==> src/hdl/kd11_pkg.sv <==
`default_nettype none

package kd11_pkg;

	localparam int ADDR_W = 18;
	localparam int DATA_W = 16;

	// internal registers answer without a bus cycle
	localparam logic [ADDR_W-1:0] ADRS_PSW = 18'o777776;
	localparam logic [ADDR_W-1:0] ADRS_SLR = 18'o777774;

	// bus timing in clocks
	localparam int BUS_DESKEW = 2;
	localparam int BUS_TIMEOUT = 32;
	localparam int DSK_W = $clog2(BUS_DESKEW + 1);
	localparam int TMO_W = $clog2(BUS_TIMEOUT);

	// C1/C0 encoding
	typedef enum logic [1:0] {
		DATI = 2'b00,
		DATIP = 2'b01,
		DATO = 2'b10,
		DATOB = 2'b11
	} bus_cycle_e;

	typedef enum logic [1:0] {
		ERR_NONE = 2'b00,
		ERR_ODD = 2'b01,
		ERR_TIMEOUT = 2'b10
	} bus_err_e;

	typedef enum logic [1:0] {
		IDLE = 2'b00,
		REQ = 2'b01,
		WAIT = 2'b10
	} console_state_e;

	typedef struct packed {
		logic valid;
		logic [ADDR_W-1:0] addr;
		logic [DATA_W-1:0] data;
		bus_cycle_e cycle;
	} cycle_req_t;

	typedef struct packed {
		logic done;
		logic [DATA_W-1:0] data;
		bus_err_e err;
	} cycle_rsp_t;

	typedef struct packed {
		logic [ADDR_W-1:0] addr;
		logic [DATA_W-1:0] d;
		logic c1;
		logic c0;
		logic msyn;
	} unibus_out_t;

endpackage

`default_nettype wire

==> src/hdl/ky11_console.sv <==
`default_nettype none
`timescale 1ns/10ps

module ky11_console import kd11_pkg::*; (
	input logic clk,
	input logic rst_n,
	input logic ldadrs_sw,
	input logic exam_sw,
	input logic dep_sw,
	input logic [ADDR_W-1:0] sr,
	input cycle_rsp_t rsp,
	output cycle_req_t req,
	output logic [DATA_W-1:0] data_lights,
	output logic [ADDR_W-1:0] addr_lights,
	output logic busy,
	output logic berr
);
	console_state_e state;
	logic [2:0] sw_s;
	logic [2:0] sw_d;
	logic [2:0] sw_rise;
	logic ld_edge;
	logic exam_edge;
	logic dep_edge;
	logic start_op;
	logic start_dep;
	logic prev_exam;
	logic prev_dep;
	logic [ADDR_W-1:0] adrs;
	logic [DATA_W-1:0] wdata;
	bus_cycle_e cycle;

	// rising edge seen one clock after the sample
	always_ff @(posedge clk or negedge rst_n) begin
		if (!rst_n) begin
			sw_s <= '0;
			sw_d <= '0;
		end else begin
			sw_s <= {ldadrs_sw, exam_sw, dep_sw};
			sw_d <= sw_s;
		end
	end

	assign sw_rise = sw_s & ~sw_d;
	assign ld_edge = sw_rise[2];
	assign exam_edge = sw_rise[1];
	assign dep_edge = sw_rise[0];

	// load address wins, then examine, then deposit
	assign start_op = (state == IDLE) && !ld_edge && (exam_edge || dep_edge);
	assign start_dep = start_op && !exam_edge;

	always_ff @(posedge clk or negedge rst_n) begin
		if (!rst_n) begin
			state <= IDLE;
			adrs <= '0;
			prev_exam <= 1'b0;
			prev_dep <= 1'b0;
			berr <= 1'b0;
			data_lights <= '0;
		end else begin
			case (state)
				IDLE: begin
					if (ld_edge) begin
						adrs <= sr;
						prev_exam <= 1'b0;
						prev_dep <= 1'b0;
						berr <= 1'b0;
					end else if (start_op) begin
						// same operation again steps to the next word
						if ((start_dep && prev_dep) || (!start_dep && prev_exam))
							adrs <= adrs + ADDR_W'(2);
						prev_exam <= !start_dep;
						prev_dep <= start_dep;
						berr <= 1'b0;
						state <= REQ;
					end
				end
				REQ: state <= WAIT;
				WAIT: begin
					if (rsp.done) begin
						berr <= rsp.err != ERR_NONE;
						data_lights <= (cycle == DATO) ? wdata : rsp.data;
						state <= IDLE;
					end
				end
				default: state <= IDLE;
			endcase
		end
	end

	always_ff @(posedge clk) begin
		if (start_op) begin
			wdata <= sr[DATA_W-1:0];
			cycle <= start_dep ? DATO : DATI;
		end
	end

	assign req.valid = state == REQ;
	assign req.addr = adrs;
	assign req.data = wdata;
	assign req.cycle = cycle;

	assign addr_lights = adrs;
	assign busy = state != IDLE;

endmodule

`default_nettype wire

==> src/hdl/unibus_master.sv <==
`default_nettype none
`timescale 1ns/10ps

module unibus_master import kd11_pkg::*; (
	input logic clk,
	input logic rst_n,
	input cycle_req_t req,
	input logic [DATA_W-1:0] bus_d,
	input logic bus_ssyn,
	output unibus_out_t bus_out,
	output cycle_rsp_t rsp
);
	typedef enum logic [1:0] {
		M_IDLE,
		M_DESKEW,
		M_MSYN,
		M_END
	} mstate_e;

	mstate_e state;
	logic [DSK_W-1:0] dsk_cnt;
	logic [TMO_W-1:0] tmo_cnt;
	logic msyn_q;
	logic [ADDR_W-1:0] addr_q;
	logic [DATA_W-1:0] d_q;
	logic [1:0] cyc_q;
	logic [DATA_W-1:0] rd_data;
	logic internal;
	logic odd;
	logic rd_start;
	logic start;

	assign internal = (req.addr == ADRS_PSW) || (req.addr == ADRS_SLR);
	// only byte cycles may use an odd address
	assign odd = req.addr[0] && (req.cycle != DATOB);
	assign rd_start = req.cycle inside {DATI, DATIP};
	assign start = (state == M_IDLE) && req.valid && !internal && !odd;

	always_ff @(posedge clk or negedge rst_n) begin
		if (!rst_n) begin
			state <= M_IDLE;
			dsk_cnt <= '0;
			tmo_cnt <= '0;
			msyn_q <= 1'b0;
			rsp <= '0;
		end else begin
			rsp <= '0;
			case (state)
				M_IDLE: begin
					if (req.valid && !internal && odd) begin
						rsp.done <= 1'b1;
						rsp.err <= ERR_ODD;
					end else if (start) begin
						dsk_cnt <= '0;
						state <= M_DESKEW;
					end
				end
				M_DESKEW: begin
					dsk_cnt <= dsk_cnt + 1'b1;
					if (dsk_cnt == DSK_W'(BUS_DESKEW - 1)) begin
						msyn_q <= 1'b1;
						tmo_cnt <= '0;
						state <= M_MSYN;
					end
				end
				M_MSYN: begin
					if (bus_ssyn) begin
						msyn_q <= 1'b0;
						state <= M_END;
					end else if (tmo_cnt == TMO_W'(BUS_TIMEOUT - 1)) begin
						// no slave at this address
						msyn_q <= 1'b0;
						rsp.done <= 1'b1;
						rsp.err <= ERR_TIMEOUT;
						state <= M_IDLE;
					end else begin
						tmo_cnt <= tmo_cnt + 1'b1;
					end
				end
				M_END: begin
					if (!bus_ssyn) begin
						rsp.done <= 1'b1;
						rsp.data <= cyc_q[1] ? '0 : rd_data;
						state <= M_IDLE;
					end
				end
				default: state <= M_IDLE;
			endcase
		end
	end

	always_ff @(posedge clk) begin
		if (start) begin
			addr_q <= req.addr;
			cyc_q <= req.cycle;
			d_q <= rd_start ? '0 : req.data;
		end
		if (state == M_MSYN && bus_ssyn && !cyc_q[1])
			rd_data <= bus_d;
	end

	assign bus_out.addr = addr_q;
	assign bus_out.d = d_q;
	assign bus_out.c1 = cyc_q[1];
	assign bus_out.c0 = cyc_q[0];
	assign bus_out.msyn = msyn_q;

endmodule

`default_nettype wire

==> src/hdl/cpu_regs.sv <==
`default_nettype none
`timescale 1ns/10ps

module cpu_regs import kd11_pkg::*; (
	input logic clk,
	input logic rst_n,
	input cycle_req_t req,
	output cycle_rsp_t rsp,
	output logic psw_user,
	output logic [4:0] flags
);
	logic [3:0] psw_hi;
	logic [7:0] psw_lo;
	logic [7:0] slr_hi;
	logic psw_sel;
	logic slr_sel;
	logic wr;
	logic wr_hi;
	logic [DATA_W-1:0] psw;
	logic [DATA_W-1:0] slr;

	assign psw_sel = req.valid && (req.addr == ADRS_PSW);
	assign slr_sel = req.valid && (req.addr == ADRS_SLR);
	assign wr = req.cycle inside {DATO, DATOB};
	// byte write at an even address leaves the high byte alone
	assign wr_hi = req.cycle == DATO;

	// unimplemented bits read zero
	assign psw = {psw_hi, 4'b0000, psw_lo};
	assign slr = {slr_hi, 8'h00};

	always_ff @(posedge clk or negedge rst_n) begin
		if (!rst_n) begin
			psw_hi <= '0;
			psw_lo <= '0;
			slr_hi <= '0;
			rsp <= '0;
		end else begin
			rsp <= '0;
			if (psw_sel || slr_sel) begin
				rsp.done <= 1'b1;
				rsp.err <= ERR_NONE;
				if (!wr)
					rsp.data <= psw_sel ? psw : slr;
			end
			if (psw_sel && wr) begin
				psw_lo <= req.data[7:0];
				if (wr_hi)
					psw_hi <= req.data[15:12];
			end
			if (slr_sel && wr_hi)
				slr_hi <= req.data[15:8];
		end
	end

	assign psw_user = psw_hi[3];
	assign flags = psw_lo[4:0];

endmodule

`default_nettype wire

==> src/hdl/kd11_top.sv <==
`default_nettype none
`timescale 1ns/10ps

module kd11_top import kd11_pkg::*; (
	input logic clk,
	input logic rst_n,
	input logic ldadrs_sw,
	input logic exam_sw,
	input logic dep_sw,
	input logic [ADDR_W-1:0] sr,
	input logic [DATA_W-1:0] bus_d,
	input logic bus_ssyn,
	output unibus_out_t bus_out,
	output logic [DATA_W-1:0] data_lights,
	output logic [ADDR_W-1:0] addr_lights,
	output logic [2:0] status_lights,
	output logic [4:0] flags
);
	cycle_req_t req;
	cycle_rsp_t rsp;
	cycle_rsp_t rsp_bus;
	cycle_rsp_t rsp_regs;
	logic busy;
	logic berr;
	logic psw_user;

	// only one responder drives a nonzero response
	assign rsp = cycle_rsp_t'(rsp_bus | rsp_regs);

	// user, console, bus error
	assign status_lights = {psw_user, busy, berr};

	ky11_console ky11_console(
		.clk(clk),
		.rst_n(rst_n),
		.ldadrs_sw(ldadrs_sw),
		.exam_sw(exam_sw),
		.dep_sw(dep_sw),
		.sr(sr),
		.rsp(rsp),
		.req(req),
		.data_lights(data_lights),
		.addr_lights(addr_lights),
		.busy(busy),
		.berr(berr)
	);

	unibus_master unibus_master(
		.clk(clk),
		.rst_n(rst_n),
		.req(req),
		.bus_d(bus_d),
		.bus_ssyn(bus_ssyn),
		.bus_out(bus_out),
		.rsp(rsp_bus)
	);

	cpu_regs cpu_regs(
		.clk(clk),
		.rst_n(rst_n),
		.req(req),
		.rsp(rsp_regs),
		.psw_user(psw_user),
		.flags(flags)
	);

endmodule

`default_nettype wire

==> config.mk <==
export PLATFORM = sky130hd
export DESIGN_NAME = kd11_top
export DESIGN_NICKNAME = d
export VERILOG_FILES = /design/src/hdl/kd11_pkg.sv /design/src/hdl/ky11_console.sv /design/src/hdl/unibus_master.sv /design/src/hdl/cpu_regs.sv /design/src/hdl/kd11_top.sv
export SDC_FILE = /design/constraint.sdc
export NUM_CORES = 1
export LEC_CHECK = 0
export BUFFER_PORTS_ARGS = -buffer_cell sky130_fd_sc_hd__buf_2
export CAP_MARGIN = 25
export CORE_MARGIN = 2
export CORE_UTILIZATION = 45
export DETAILED_ROUTE_END_ITERATION = 10
export PLACE_DENSITY = 0.67
export SYNTH_ARGS = -nofsm -noshare
export SYNTH_HDL_FRONTEND = slang
export SYNTH_SLANG_ARGS = --single-unit
==> constraint.sdc <==
create_clock -name clk -period 8.3 [get_ports clk]
set_input_delay 0.83 -clock clk [delete_from_list [all_inputs] [get_ports clk]]
set_output_delay 0.83 -clock clk [all_outputs]
set_load 0.05 [all_outputs]
==> results.json <==
{
  "status": "finished, final reports clean",
  "internal_power_w": 0.00176,
  "cts_buffers": 17,
  "cts.clk_slew.worst_paths_ns": 0.06,
  "layout.cells.non_filler": 911,
  "syn_to_final_growth_pct": 17.2,
  "cp-start-kind": "register",
  "grt_overflow_total": 0,
  "synth_area_leader_cell": "dfrtp_1",
  "dieArea_um2": 17200,
  "ctsHoldBuffers": 0,
  "p_seq_frac": 0.428,
  "drtIter0Drc": 386,
  "power.leakage_nw": 3.75,
  "cp-startpoint": "ky11_console.addr_lights[3]$_DFFE_PN0P_",
  "firstDrtPassIters": 5,
  "synth_area_leaders": "dfrtp_1 (38%), edfxtp_1 (28%), and2_1 (3.9%)",
  "detail-route-antenna-nets": 0,
  "fmax_mhz": 346,
  "clockBufferDepth": 2,
  "cts_tree": "done",
  "finalHoldViolations": 0,
  "critical_path_class": "register to register",
  "dpl.cell_count": 880,
  "rsz0062_at_grt": "false",
  "period_minus_slack_ns": 2.89,
  "ios": 119,
  "viasPerCell": 5.25,
  "yosys_warnings": 0,
  "p_clk_frac": 0.286,
  "worst-r2r-cell-count": 5,
  "synth.cell_area_um2": 7280,
  "yosysSeqAreaShare": 0.662,
  "synth_cells": 589,
  "cts_root_buf": "clkbuf_16",
  "drive_gt1_frac": 0.247,
  "synth_nets": 633,
  "p_comb_frac": 0.287,
  "finalPower_w": 0.00286,
  "drv_cap": 0,
  "yosys.cell_types.count": 63,
  "port_buffers": 117,
  "ir_drop_mv": 0.180,
  "post_cts_buffers": 0,
  "hold_path.startpoint": "ky11_console.sw_s[0]$_DFF_PN0_",
  "dp_hpwl_um": 11600,
  "clkSinkCount": 179,
  "antenna_found_initial": 0,
  "ys_ff_latch": 179,
  "holdPathStages": 0,
  "drv_slew": 0,
  "ctsResizeCount": 0,
  "grtUsageTotal": 0.194,
  "p_switching_w": 0.00110,
  "fillers": 1362,
  "synth-edff-count": 68,
  "fp.coreArea_um2": 15800,
  "htree_num_levels": 4,
  "remaining_drc_errors": 0,
  "syn_area_per_cell_um2": 12.4,
  "die_y_um": 131,
  "worstPathMaxFanout": 14,
  "dr_total_vias": 4780,
  "cp.arrival_ns": 3.01,
  "die_w_um": 131,
  "worstSetupEndpointType": "register",
  "hp-class": "register to register",
  "clk_latency_ns": 0.43,
  "start_util": 0.460,
  "tightest_slew_ns": 1.11,
  "power_density_nw_per_um2": 336,
  "grt_pass1_wl_um": 25900,
  "synthArstFlopShare": 0.620,
  "setup_viol": 0,
  "yosysTopAreaCellShare": 0.382,
  "wl_per_cell_um": 17.8,
  "nets": 727,
  "routed_wl_um": 16200,
  "swShare": 0.384,
  "finalSetupTns_ns": 0,
  "reg2reg_from": "ky11_console.addr_lights[3]$_DFFE_PN0P_",
  "skew_ns": 0.00737,
  "worst-endpoint-required_ns": 8.43,
  "std_cell_rows": 46,
  "antennaDiodeCount": 0,
  "place_congestion": 0.878,
  "grt_pass1_vias": 4786,
  "synthFlopType": "dfrtp_1",
  "grt_max_degree": 62,
  "min_period_over_period": 0.348,
  "slew_headroom": 0.261
}
## Yosys cell counts, drive strengths merged (5+ instances only)
library cell  count
a21oi            18
nor2             71
o21ai            34
a31oi            10
edfxtp           68
nand4             8
buf              31
nand3            13
clkbuf           21
mux2             21
and2             45
nand2            42
nand2b            6
dfrtp           111
a31o              5
o211ai            6
inv               7
o31ai             5
## per-layer routing
layer  global-route usage  part of all wire
met5                    0                 0
met4               0.0694             0.012
met3               0.0421             0.050
met2                0.316              0.49
met1                0.260              0.45
## stage by stage
| stage | hold WS [ns] | cell area [um2] | setup WS (ns) | utilization |
|---|---|---|---|---|
| floorplan | 0.368 | 7280 | 4.45 | - |
| global placement | 0.381 | 7930 | 5.58 | 0.501 |
| detailed placement | 0.385 | 7930 | 5.44 | 0.501 |
| CTS | 0.400 | 8530 | 5.41 | 0.539 |
| global route | 0.416 | 8530 | 5.21 | 0.539 |
| finish | 0.396 | 8530 | 5.41 | 0.539 |
## worst max-delay path, cell delays in order, from the launching register on
cell and delay [ns]:
dfrtp_1 0.48, nand4_1 0.45, or3_1 0.26, o21ai_1 0.18, nor3_2 0.82, buf_4 0.37
## final timing paths
check / end / slack, ns
min in group asynchronous: ky11_console.data_lights[10]$_DFFE_PN0P_ / 0.46
worst min-delay path: ky11_console.sw_d[0]$_DFF_PN0_ / 0.40
max in group asynchronous: ky11_console.addr_lights[14]$_DFFE_PN0P_ / 6.67
worst min register to register: ky11_console.sw_d[0]$_DFF_PN0_ / 0.40
worst max-delay path: unibus_master.addr_q[10]$_DFFE_PP_ / 5.41
worst max register to register: unibus_master.addr_q[10]$_DFFE_PP_ / 5.41
## cell families (layout without fill, tap and decap cells)
| family | after synthesis | after routing | share of synthesized area |
|---|---|---|---|
| simple gates | 216 | 216 | 0.155 |
| flops | 179 | 179 | 0.662 |
| compound gates | 105 | 105 | 0.0929 |
| buf+inv | 59 | 165 | 0.0452 |
| mux | 23 | 23 | 0.0352 |
| fa+ha+maj | 4 | 4 | 0.00688 |
| xor+xnor | 2 | 2 | 0.00241 |
| other cells | 1 | 1 | 0.000515 |
## power by group through the flow
stage	sequential, W	clock (W)	combinational [W]
3_3_place_gp	0.00123	0	0.000809
4_1_cts	0.00122	0.000835	0.000824
6_report	0.00122	0.000818	0.000820
2_1_floorplan	0.00134	0	0.000544
3_5_place_dp	0.00124	0	0.000819
5_1_grt	0.00125	0.000872	0.000879
## flip-flops by register name, indices dropped and copies added, names as in the netlist, 2 cells and up
register                  flops
cpu_regs.psw_hi               4
ky11_console.sw_d             3
cpu_regs.rsp                 17
unibus_master.dsk_cnt         2
ky11_console.state            2
ky11_console.sw_s             3
cpu_regs.psw_lo               8
ky11_console.addr_lights     18
unibus_master.d_q            16
unibus_master.state           2
unibus_master.rd_data        16
ky11_console.wdata           16
unibus_master.rsp            19
cpu_regs.slr_hi               8
unibus_master.addr_q         18
unibus_master.tmo_cnt         5
ky11_console.data_lights     16
## layout make-up
| cell class | instances | area [um2] | area share |
|---|---|---|---|
| flip-flops and latches | 179 | 4820 | 0.565 |
| well taps | 216 | 270 | 0.0317 |
| clock inverters | 14 | 178 | 0.0208 |
| inverters | 7 | 26.3 | 0.00308 |
| repair buffers | 127 | 663 | 0.0778 |
| clock buffers | 17 | 425 | 0.0499 |
| multi-input cells | 351 | 2150 | 0.252 |
## layout by cell type (no fill, tap or decap), types with 10 or more instances in the layout
cell       instances
a21oi_1           18
a31oi_1           10
nand2_1           42
buf_2            116
o21ai_0           32
nor2_1            70
dfrtp_1          111
edfxtp_1          68
mux2_1            20
nand3_1           13
and2_1            45
buf_4             11
clkbuf_16         17
Note: power is estimated with default switching activity, not from simulation.
